==> src/alu_defines.svh <==
// Width and latency macros for the nibble-serial execution unit.
// Shared by the package, the interface, the RTL and the testbench.

`ifndef ALU_DEFINES_SVH
`define ALU_DEFINES_SVH

// ***********************************************************
// Datapath widths
// ***********************************************************
`define ALU_WORD_W 8 // Byte operands and result.
`define ALU_NIB_W 4 // One half of the byte, the core slice width.

// ***********************************************************
// Latencies, accepting edge to res_valid
// ***********************************************************
`define ALU_LAT_ARITH 4 // Load A, load B, low nibble, high nibble.
`define ALU_LAT_SHIFT 2 // Load A, shift.

`endif
==> src/alu_pkg.sv <==
// Opcode enumeration, flag struct and request struct of the execution unit.

`include "alu_defines.svh"

package alu_pkg;

	// Operations handled by the unit; DAA and bit ops are not present.
	typedef enum logic [3:0] {
		OP_ADD = 4'd0, // A + B.
		OP_ADC = 4'd1, // A + B + C.
		OP_SUB = 4'd2, // A - B.
		OP_SBC = 4'd3, // A - B - C.
		OP_AND = 4'd4, // A & B, H set.
		OP_XOR = 4'd5, // A ^ B.
		OP_OR = 4'd6, // A | B.
		OP_CP = 4'd7, // Compare, A - B with A kept.
		OP_RL = 4'd8, // Rotate A left through carry.
		OP_RR = 4'd9 // Rotate A right through carry.
	} alu_op_e;

	// SM83 flag order, Z in the MSB.
	typedef struct packed {
		logic z; // Result is zero.
		logic n; // Last operation was a subtract.
		logic h; // Carry or borrow out of bit 3.
		logic c; // Carry or borrow out of bit 7, or rotated-out bit.
	} alu_flags_t;

	// One request as seen on the input channel.
	typedef struct packed {
		alu_op_e op; // Opcode.
		logic [`ALU_WORD_W-1:0] a; // Operand A.
		logic [`ALU_WORD_W-1:0] b; // Operand B.
	} alu_req_t;

endpackage

==> src/alu_ctrl_if.sv <==
// Micro-step control bundle from the sequencer to the nibble-serial core.

`include "alu_defines.svh"

interface alu_ctrl_if;

	logic [`ALU_WORD_W-1:0] din; // Request byte offered to the bus.
	logic load_a, load_b; // Load bus into A or B.
	logic load_a_zero; // Clear A.
	logic op_in_oe, result_oe; // Bus source: din or core result.
	logic shift_oe, op_a_oe; // Bus source: shifted A or A itself.
	logic shift_l, shift_r; // Rotate direction.
	logic shift_in; // Bit entering the rotate.
	logic no_carry_out; // R, kills the slice carry.
	logic force_carry; // S, forces the slice carry.
	logic ignore_carry; // V, ORs the carry into the sum.
	logic negate; // Invert B into the core.
	logic op_low; // Low nibble select, also latches it.
	logic carry_in; // Carry into bit 0 of the nibble.
	logic carry; // Carry out of the nibble.
	logic zero; // Bus is all zero.
	logic shift_dbh, shift_dbl; // MSB and LSB of A.

	modport master (
		output din, load_a, load_b, load_a_zero, op_in_oe, result_oe, shift_oe, op_a_oe,
		output shift_l, shift_r, shift_in, no_carry_out, force_carry, ignore_carry,
		output negate, op_low, carry_in,
		input carry, zero, shift_dbh, shift_dbl
	);

	modport core (
		input din, load_a, load_b, load_a_zero, op_in_oe, result_oe, shift_oe, op_a_oe,
		input shift_l, shift_r, shift_in, no_carry_out, force_carry, ignore_carry,
		input negate, op_low, carry_in,
		output carry, zero, shift_dbh, shift_dbl
	);

endinterface

==> src/alu_unit.sv <==
// Execution unit top level: plain request and result ports,
// sequencer, flag register and nibble-serial core.

`include "alu_defines.svh"

module alu_unit (
	input logic clk,
	input logic rst_n,
	input logic req_valid,
	output logic req_ready,
	input alu_pkg::alu_op_e req_op,
	input logic [`ALU_WORD_W-1:0] req_a,
	input logic [`ALU_WORD_W-1:0] req_b,
	output logic res_valid,
	input logic res_ready,
	output logic [`ALU_WORD_W-1:0] res_data,
	output logic res_z,
	output logic res_n,
	output logic res_h,
	output logic res_c
);

	alu_ctrl_if ctrl_if ();

	logic [`ALU_WORD_W-1:0] core_dout; // Core bus back to the sequencer.
	logic flag_we;
	alu_pkg::alu_flags_t next_flags;
	alu_pkg::alu_flags_t flags;

	alu_sequencer i_alu_sequencer (
		.clk(clk),
		.rst_n(rst_n),
		.req_valid(req_valid),
		.req_ready(req_ready),
		.req_op(req_op),
		.req_a(req_a),
		.req_b(req_b),
		.res_valid(res_valid),
		.res_ready(res_ready),
		.res_data(res_data),
		.ctrl(ctrl_if.master),
		.core_dout(core_dout),
		.flags(flags),
		.flag_we(flag_we),
		.next_flags(next_flags)
	);

	flag_reg i_flag_reg (
		.clk(clk),
		.rst_n(rst_n),
		.flag_we(flag_we),
		.next_flags(next_flags),
		.flags(flags)
	);

	nibble_alu i_nibble_alu (
		.clk(clk),
		.rst_n(rst_n),
		.ctrl(ctrl_if.core),
		.dout(core_dout)
	);

	// Flags are stable with the result, written on the res_valid edge.
	assign res_z = flags.z;
	assign res_n = flags.n;
	assign res_h = flags.h;
	assign res_c = flags.c;

endmodule

==> src/flag_reg.sv <==
// Flag register: persistent Z N H C across operations,
// written on completion, carry exported for the next carry-in.

module flag_reg (
	input logic clk,
	input logic rst_n,
	input logic flag_we,
	input alu_pkg::alu_flags_t next_flags,
	output alu_pkg::alu_flags_t flags
);

	// ***********************************************************
	// Flag storage
	// ***********************************************************
	always_ff @(posedge clk) begin
		if (!rst_n) begin
			flags <= '0; // All flags clear out of reset.
		end else if (flag_we) begin
			flags <= next_flags; // Only on the completing step.
		end
	end

	// flags.c stays valid for the whole next operation,
	// so ADC, SBC, RL and RR see the previous carry.

endmodule

==> src/alu_sequencer.sv <==
// Request and result handshakes, micro-step FSM, opcode decode
// into core controls, flag forming and result capture.

`include "alu_defines.svh"

module alu_sequencer (
	input logic clk,
	input logic rst_n,
	input logic req_valid,
	output logic req_ready,
	input alu_pkg::alu_op_e req_op,
	input logic [`ALU_WORD_W-1:0] req_a,
	input logic [`ALU_WORD_W-1:0] req_b,
	output logic res_valid,
	input logic res_ready,
	output logic [`ALU_WORD_W-1:0] res_data,
	alu_ctrl_if.master ctrl,
	input logic [`ALU_WORD_W-1:0] core_dout,
	input alu_pkg::alu_flags_t flags,
	output logic flag_we,
	output alu_pkg::alu_flags_t next_flags
);

	typedef enum logic [2:0] {
		S_IDLE, S_LOAD_A, S_LOAD_B, S_LOW, S_HIGH, S_SHIFT, S_DONE
	} state_e;

	state_e state;
	alu_pkg::alu_req_t req_q; // Request held for the whole operation.
	logic c_low; // Carry out of the low nibble.
	logic cin_low; // Carry into the low nibble.
	logic is_sub, is_rot, is_cp, is_and, is_or, is_or_xor;
	logic capture; // Take core_dout into res_data.

	assign req_ready = (state == S_IDLE);

	// ***********************************************************
	// Opcode decode
	// ***********************************************************
	assign is_sub = req_q.op inside {alu_pkg::OP_SUB, alu_pkg::OP_SBC, alu_pkg::OP_CP};
	assign is_rot = req_q.op inside {alu_pkg::OP_RL, alu_pkg::OP_RR};
	assign is_cp = (req_q.op == alu_pkg::OP_CP);
	assign is_and = (req_q.op == alu_pkg::OP_AND);
	assign is_or = (req_q.op == alu_pkg::OP_OR);
	assign is_or_xor = req_q.op inside {alu_pkg::OP_OR, alu_pkg::OP_XOR};

	always_comb begin
		case (req_q.op)
			alu_pkg::OP_ADC: cin_low = flags.c; // Stored carry.
			alu_pkg::OP_SBC: cin_low = !flags.c; // Borrow is inverted carry.
			alu_pkg::OP_SUB, alu_pkg::OP_CP: cin_low = 1'b1; // Two's complement +1.
			alu_pkg::OP_AND: cin_low = 1'b1; // Seeds the forced chain.
			default: cin_low = 1'b0;
		endcase
	end

	// ***********************************************************
	// Core controls per micro-step
	// ***********************************************************
	always_comb begin
		ctrl.din = '0;
		ctrl.load_a = 1'b0;
		ctrl.load_b = 1'b0;
		ctrl.load_a_zero = 1'b0;
		ctrl.op_in_oe = 1'b0;
		ctrl.result_oe = 1'b0;
		ctrl.shift_oe = 1'b0;
		ctrl.op_a_oe = 1'b0;
		ctrl.shift_l = 1'b0;
		ctrl.shift_r = 1'b0;
		ctrl.shift_in = 1'b0;
		ctrl.no_carry_out = 1'b0;
		ctrl.force_carry = 1'b0;
		ctrl.ignore_carry = 1'b0;
		ctrl.negate = 1'b0;
		ctrl.op_low = 1'b0;
		ctrl.carry_in = 1'b0;
		case (state)
			S_LOAD_A: begin
				ctrl.din = req_q.a;
				ctrl.op_in_oe = 1'b1;
				ctrl.load_a = 1'b1;
			end
			S_LOAD_B: begin
				ctrl.din = req_q.b;
				ctrl.op_in_oe = 1'b1;
				ctrl.load_b = 1'b1;
			end
			S_LOW, S_HIGH: begin
				ctrl.no_carry_out = is_or_xor; // R.
				ctrl.force_carry = is_and; // S.
				ctrl.ignore_carry = is_or; // V.
				ctrl.negate = is_sub;
				ctrl.op_low = (state == S_LOW);
				ctrl.carry_in = (state == S_LOW) ? cin_low : c_low;
				ctrl.op_a_oe = (state == S_LOW) && is_cp; // CP reads A back while bus is free.
				ctrl.result_oe = (state == S_HIGH);
			end
			S_SHIFT: begin
				ctrl.shift_oe = 1'b1;
				ctrl.shift_l = (req_q.op == alu_pkg::OP_RL);
				ctrl.shift_r = (req_q.op == alu_pkg::OP_RR);
				ctrl.shift_in = flags.c; // Rotate through carry.
			end
			S_DONE: ctrl.load_a_zero = res_ready; // Clear A as the result leaves.
			default: ;
		endcase
	end

	// ***********************************************************
	// Flags
	// ***********************************************************
	always_comb begin
		next_flags = '0;
		flag_we = 1'b0;
		if (state == S_HIGH) begin
			flag_we = 1'b1;
			next_flags.z = ctrl.zero; // Result on the bus.
			next_flags.n = is_sub;
			if (is_and) begin
				next_flags.h = 1'b1;
				next_flags.c = 1'b0;
			end else if (is_or_xor) begin
				next_flags.h = 1'b0;
				next_flags.c = 1'b0;
			end else begin
				next_flags.h = c_low ^ is_sub; // Borrow is the missing carry.
				next_flags.c = ctrl.carry ^ is_sub;
			end
		end else if (state == S_SHIFT) begin
			flag_we = 1'b1;
			next_flags.z = ctrl.zero;
			next_flags.c = (req_q.op == alu_pkg::OP_RL) ? ctrl.shift_dbh : ctrl.shift_dbl;
		end
	end

	// CP keeps A, taken in the low step; others take the final bus.
	assign capture = ((state == S_LOW) && is_cp) || ((state == S_HIGH) && !is_cp) ||
		(state == S_SHIFT);

	// ***********************************************************
	// FSM and payload
	// ***********************************************************
	always_ff @(posedge clk) begin
		if (!rst_n) begin
			state <= S_IDLE;
			res_valid <= 1'b0;
		end else begin
			case (state)
				S_IDLE: if (req_valid) state <= S_LOAD_A;
				S_LOAD_A: state <= is_rot ? S_SHIFT : S_LOAD_B;
				S_LOAD_B: state <= S_LOW;
				S_LOW: state <= S_HIGH;
				S_HIGH, S_SHIFT: begin
					state <= S_DONE;
					res_valid <= 1'b1; // Same edge as the flag write.
				end
				S_DONE: begin
					if (res_ready) begin
						state <= S_IDLE;
						res_valid <= 1'b0;
					end
				end
				default: state <= S_IDLE;
			endcase
		end
	end

	always_ff @(posedge clk) begin
		if (req_valid && req_ready) begin
			req_q <= '{op: req_op, a: req_a, b: req_b};
		end
		if (state == S_LOW) begin
			c_low <= ctrl.carry; // Chains into the high pass.
		end
		if (capture) begin
			res_data <= core_dout;
		end
	end

endmodule

==> src/nibble_alu.sv <==
// Nibble-serial ALU core: operand registers, R/S/V carry slices,
// rotate shifter, bus multiplexer and low-nibble result latch.

`include "alu_defines.svh"

module nibble_alu (
	input logic clk,
	input logic rst_n,
	alu_ctrl_if.core ctrl,
	output logic [`ALU_WORD_W-1:0] dout
);

	logic [`ALU_WORD_W-1:0] op_a, op_b; // Operand registers.
	logic [`ALU_WORD_W-1:0] shifted; // A rotated by one place.
	logic [`ALU_WORD_W-1:0] bus; // Internal ALU bus.
	logic [`ALU_NIB_W-1:0] core_op_a, core_op_b; // Nibbles fed to the slices.
	logic [`ALU_NIB_W-1:0] core_result; // Slice outputs this cycle.
	logic [`ALU_NIB_W-1:0] res_lo; // Latched low nibble.

	// ***********************************************************
	// Carry slice
	// ***********************************************************
	// R kills carry out, S forces it, V folds the carry into the sum.
	// Add is R=S=V=0; XOR is R; OR is R+V; AND is S with carry in set.
	function automatic logic [1:0] alu_slice(
		input logic a,
		input logic b,
		input logic c_in,
		input logic r_sig,
		input logic s_sig,
		input logic v_sig
	);
		logic nc;
		logic r;
		logic c_out;
		nc = !(((a | b) & c_in) | (a & b) | s_sig); // Low when a carry is made.
		r = (a & b & c_in) | ((a | b | c_in) & (v_sig | nc));
		c_out = !(r_sig | nc);
		return {c_out, r};
	endfunction

	// Same select picks the A and B halves.
	assign core_op_a = ctrl.op_low ? op_a[`ALU_NIB_W-1:0] : op_a[`ALU_WORD_W-1:`ALU_NIB_W];

	always_comb begin
		logic [`ALU_NIB_W-1:0] b_half;
		b_half = ctrl.op_low ? op_b[`ALU_NIB_W-1:0] : op_b[`ALU_WORD_W-1:`ALU_NIB_W];
		core_op_b = ctrl.negate ? ~b_half : b_half; // Subtract is A + ~B + 1.
	end

	// Ripple through four slices in one cycle.
	always_comb begin
		logic [`ALU_NIB_W-1:0] r;
		logic [1:0] s;
		logic c;
		c = ctrl.carry_in;
		for (int i = 0; i < `ALU_NIB_W; i++) begin
			s = alu_slice(core_op_a[i], core_op_b[i], c,
				ctrl.no_carry_out, ctrl.force_carry, ctrl.ignore_carry);
			r[i] = s[0];
			c = s[1];
		end
		core_result = r;
		ctrl.carry = c; // Nibble carry out.
	end

	// ***********************************************************
	// Shifter and bus
	// ***********************************************************
	always_comb begin
		shifted = op_a; // No rotate selected.
		if (ctrl.shift_l) begin
			shifted = {op_a[`ALU_WORD_W-2:0], ctrl.shift_in};
		end else if (ctrl.shift_r) begin
			shifted = {ctrl.shift_in, op_a[`ALU_WORD_W-1:1]};
		end
	end

	assign ctrl.shift_dbh = op_a[`ALU_WORD_W-1]; // Bit lost by RL.
	assign ctrl.shift_dbl = op_a[0]; // Bit lost by RR.

	always_comb begin
		bus = '0; // Idle bus reads zero.
		unique0 case (1'b1)
			ctrl.op_in_oe: bus = ctrl.din;
			ctrl.result_oe: bus = {core_result, res_lo}; // High nibble live, low latched.
			ctrl.shift_oe: bus = shifted;
			ctrl.op_a_oe: bus = op_a;
		endcase
	end

	assign dout = bus;
	assign ctrl.zero = (bus == '0);

	// ***********************************************************
	// Registers
	// ***********************************************************
	always_ff @(posedge clk) begin
		if (!rst_n) begin
			op_a <= '0;
		end else if (ctrl.load_a_zero) begin
			op_a <= '0;
		end else if (ctrl.load_a) begin
			op_a <= bus;
		end
	end

	always_ff @(posedge clk) begin
		if (!rst_n) begin
			op_b <= '0;
		end else if (ctrl.load_b) begin
			op_b <= bus;
		end
	end

	always_ff @(posedge clk) begin
		if (!rst_n) begin
			res_lo <= '0;
		end else if (ctrl.op_low) begin
			res_lo <= core_result; // Low half waits for the high pass.
		end
	end

endmodule

==> config.mk <==
export PLATFORM = sky130hd
export DESIGN_NAME = alu_unit
export DESIGN_NICKNAME = d
export VERILOG_FILES = /design/src/alu_pkg.sv /design/src/alu_ctrl_if.sv /design/src/alu_unit.sv /design/src/flag_reg.sv /design/src/alu_sequencer.sv /design/src/nibble_alu.sv
export VERILOG_INCLUDE_DIRS = /design/src
export SDC_FILE = /design/constraint.sdc
export NUM_CORES = 1
export LEC_CHECK = 0
export ABC_AREA = 1
export BUFFER_PORTS_ARGS = -buffer_cell sky130_fd_sc_hd__buf_2
export CAP_MARGIN = 20
export CORE_MARGIN = 4
export CORE_UTILIZATION = 57
export CTS_CLUSTER_SIZE = 40
export DETAILED_ROUTE_END_ITERATION = 6
export HOLD_SLACK_MARGIN = 0.02
export PLACE_DENSITY = 0.79
export SYNTH_ARGS = -nofsm -noshare
export SYNTH_HDL_FRONTEND = slang
export SYNTH_SLANG_ARGS = --single-unit
export TNS_END_PERCENT = 10
==> constraint.sdc <==
create_clock -name clk -period 3.15 [get_ports clk]
set_input_delay 0.4725 -clock clk [delete_from_list [all_inputs] [get_ports clk]]
set_output_delay 0.4725 -clock clk [all_outputs]
set_load 0.005 [all_outputs]
==> impl_results.md <==
* Total wire length at roughly 7100 um
* Crit Path Max Fanout at 8
* Via count of the routed design at 2687
* Worst Hold Slack at 302 ps
* Seq cells post-synth at 57
* Gr usage total at around a quarter
* FILL cells at about 420
* Most used cell, CP: nand2_1
* Detailed placement HPWL at 5300 um
* Die width at between 70 and 80 um
* Die Span Y at between 70 and 80 um
* Final min period at 2640 ps
* Post-CTS setup buffers at 0
* Die ar. at 6320 um2
* First-pass GRT wire length at between 10000 and 15000 um
* Setup slack, reg-to-reg at approximately 510 ps
* Initial antenna violation count at 0
* RSZ-0062 raised after global routing: no
* Remaining DRCs at 0
* Final Worst Setup Slack at 514 ps
* Worst Hold Path Cells at 1
* Max clock buf depth at 2
* CTS H-tree lvls at 3
* Clk_skew at between 5 and 6 ps
* Clk sink count at 57
* Seq/Total Area, Yosys at about half
* Core footprint at ~4800 um2
* Buf/Inv on CP at 1
* DR pass1 iterations at 5
* Starting Density at 60.1%
* CTS buffer count at 9
* Syn_area_per_cell at between 7 and 8 um2
* Int Pwr at 1.58 mW
* Gate power share at 30.8%
* Placed Cells incl. Taps at 470
* Warnings, synthesis at 0
* Largest net degree at the start of global routing at 18
* Skew-Pair Late Insertion Delay at 340 ps
* Syn Inst Count at 370
* Core Util, Final at 69.4%
* ANT cells at 0
* Final std cells w/o fill at approximately 490
* Worst setup EP type: flop
* Hold path start: req_a[1]
* Achievable frequency at roughly 380 MHz
* WHS Endpoint: i_alu_sequencer.req_q[9]
* P_sw at roughly 0.95 mW
* Slew HR at between 50% and 60%
* Reg2reg end: i_alu_sequencer.res_data[7]
* GPL Wtd Cong at between 0.9 and 1
* Synth Cell Area at a little under 3000 um2
* Flop pwr share at a little over two fifths
* Drt wl/cell at ~15 um
* Startpoint Class: flop
* # rows at 25
* Ports at 38
* Slew at the pin closest to its max-slew limit at approximately 600 ps
* Clk network pwr share at roughly a quarter
* Syn nets at ~390
* Switching Fraction at 37.4%
* Leakage at approximately 1.5 nW
* Status: completed
* Remaining global-route overflow at 0
* CP peak stage delay at roughly 560 ps
* PD cells at about 750 nW/um2
* Final Hold Fails at 0
* Final setup viols at 0
* Avg Vias per Cell at about 5.5
* Area growth, synth to finish at 15.6%
* Crit path arrival time at ~2700 ps
* Initial DRC Count at 274
* Final nets at approximately 440
* Hold Crit Class: primary input to flop
* Overall power at ~2.5 mW
* Crit path max-delay family: simple AND/OR/NAND/NOR gates
* Worst Path Required at about 3200 ps
* Clock transition at path regs at 70 ps
* Dpl ws at between 500 and 600 ps
* Clock root buffer: clkbuf_8
* Vias in the first global route at ~2400
* Synth top area share at 29.9%
* Routed Antenna Nets at 0
* Post-DP Area at around 3200 um2
* Design Area, Final at around 3400 um2
* CTS tree: yes
* Worst r2r src: i_alu_sequencer.state[1]
* CTS Hold Bufs at 0
* Cts repair resizes at 0
* Peak supply drop at a little under 0.6 mV
* Cell taking the most area after synthesis: edfxtp_1
* Slowest cell on crit path: dfxtp_1
* Final count of pins violating max slew at 0
* Share of cells above drive strength 1 at approximately 18%
* Port Buf Inserts at 37
* Crit share post-route at a little over four fifths
* Critical path type: flop to flop
* Worst r2r path cells at 16
* Area contributors post-synth: edfxtp_1 (30%), dfxtp_1 (19%), nand2_1 (13%)
* Max cap viols at 0
* Worst path cell trace: nand2_1 -> nor2_1 -> nand2_1 -> nand2_1 -> xnor2_1 -> inv_1 -> nand2_1 -> nand3_1 -> nand2_2 -> nand3_1 -> nand2_2 -> nand3b_1 -> nand2_1 -> nand2_1 -> nand3_1 -> nand2_1
* Setup tns final at 0 ps
* Distinct cells, synth at 36
[layout by cell type (no fill, tap or decap), types with 2 or more instances in the layout]
master / n
nand2_1: 103
o21ai_0: 17
nand4_1: 3
clkinvlp_4: 2
clkbuf_8: 9
clkinv_1: 4
a21oi_1: 39
clkinv_4: 2
nand3_1: 26
buf_2: 37
o211ai_1: 7
nor3_2: 2
inv_2: 7
dfxtp_1: 28
a221oi_1: 3
buf_4: 3
o21ai_1: 4
xnor2_1: 3
mux2i_1: 2
edfxtp_1: 29
nor2_1: 27
nand2_2: 7
inv_1: 34
nor3_1: 4
nor2_4: 2
[final cells by class]
class	count	area (um2)	area share (%)
Multi-Input combinational cell	262	1280	38.1
Inverter	44	165	4.91
Timing Repair Buffer	40	208	6.17
Sequential cell	57	1430	42.5
Tap cell	67	83.8	2.49
Clock inverter	7	71.3	2.12
Clock buffer	9	124	3.68
[cell usage after synthesis]
cell	n
a21oi_1	39
a31oi_1	1
nor2_1	27
dfxtp_1	28
nand2_2	7
nand2_4	1
nand3_2	1
a2111oi_0	1
o41ai_1	1
and2_1	1
nor2_4	2
mux2i_1	2
nor3_1	5
nand2_1	103
a21oi_2	1
clkinv_1	3
nand3_4	1
o211ai_1	7
buf_2	3
nand3b_1	1
o21ai_1	4
o21ai_0	17
xnor2_1	3
o21a_1	1
nand3_1	26
xor2_1	1
a211oi_1	1
inv_2	7
clkbuf_1	2
nand4_1	3
buf_4	2
nor4_1	1
nor3_2	1
inv_1	34
a221oi_1	3
edfxtp_1	29
[state kept, by name, summed over array words and instances, names as in the netlist]
| name | cells |
|---|---|
| i_nibble_alu.op_b | 8 |
| i_alu_sequencer.res_valid | 1 |
| i_nibble_alu.res_lo | 4 |
| i_alu_sequencer.c_low | 1 |
| i_flag_reg.flags | 4 |
| i_alu_sequencer.req_q | 20 |
| i_nibble_alu.op_a | 8 |
| i_alu_sequencer.res_data | 8 |
| i_alu_sequencer.state | 3 |
[worst max-delay path by stage]
| stage | slack (ps) | cells past startpoint | from | end |
|---|---|---|---|---|
| floorplan | 700 | 4 | i_alu_sequencer.state[2] | i_alu_sequencer.req_q[0] |
| global placement | 590 | 16 | i_alu_sequencer.state[1] | i_alu_sequencer.res_data[7] |
| detailed placement | 560 | 16 | i_alu_sequencer.state[1] | i_alu_sequencer.res_data[7] |
| CTS | 550 | 16 | i_alu_sequencer.state[1] | i_alu_sequencer.res_data[7] |
| global route | 190 | 20 | i_alu_sequencer.state[1] | i_flag_reg.flags[0] |
| finish | 510 | 16 | i_alu_sequencer.state[1] | i_alu_sequencer.res_data[7] |
[layer usage]
layer	GRT usage, %	part of all wire, %	up-vias
met4	8.76	1.8	0
met3	6.88	8.8	14
met5	0	0	-
met2	38.4	46	137
met1	32.3	43	1199
li1	-	-	1337
[cell families after synthesis]
| group | Yosys count | synth area share (%) |
|---|---|---|
| muxes | 2 | 0.687 |
| xor gates and xnor gates | 4 | 1.20 |
| AOI/OAI and AO/OA | 76 | 14.6 |
| buffers and inverters | 51 | 6.96 |
| DFF | 57 | 49.1 |
| and+or+nand+nor | 180 | 27.4 |
[power by group through the flow]
stage,registers (mW),clock network [mW],logic [mW]
finish,1.08,0.669,0.779
global route,1.10,0.719,0.881
CTS,1.08,0.674,0.769
global placement,1.09,0,0.758
detailed placement,1.09,0,0.767
floorplan,1.05,0,0.565
No activity file was read; power rests on OpenSTA's default activity.
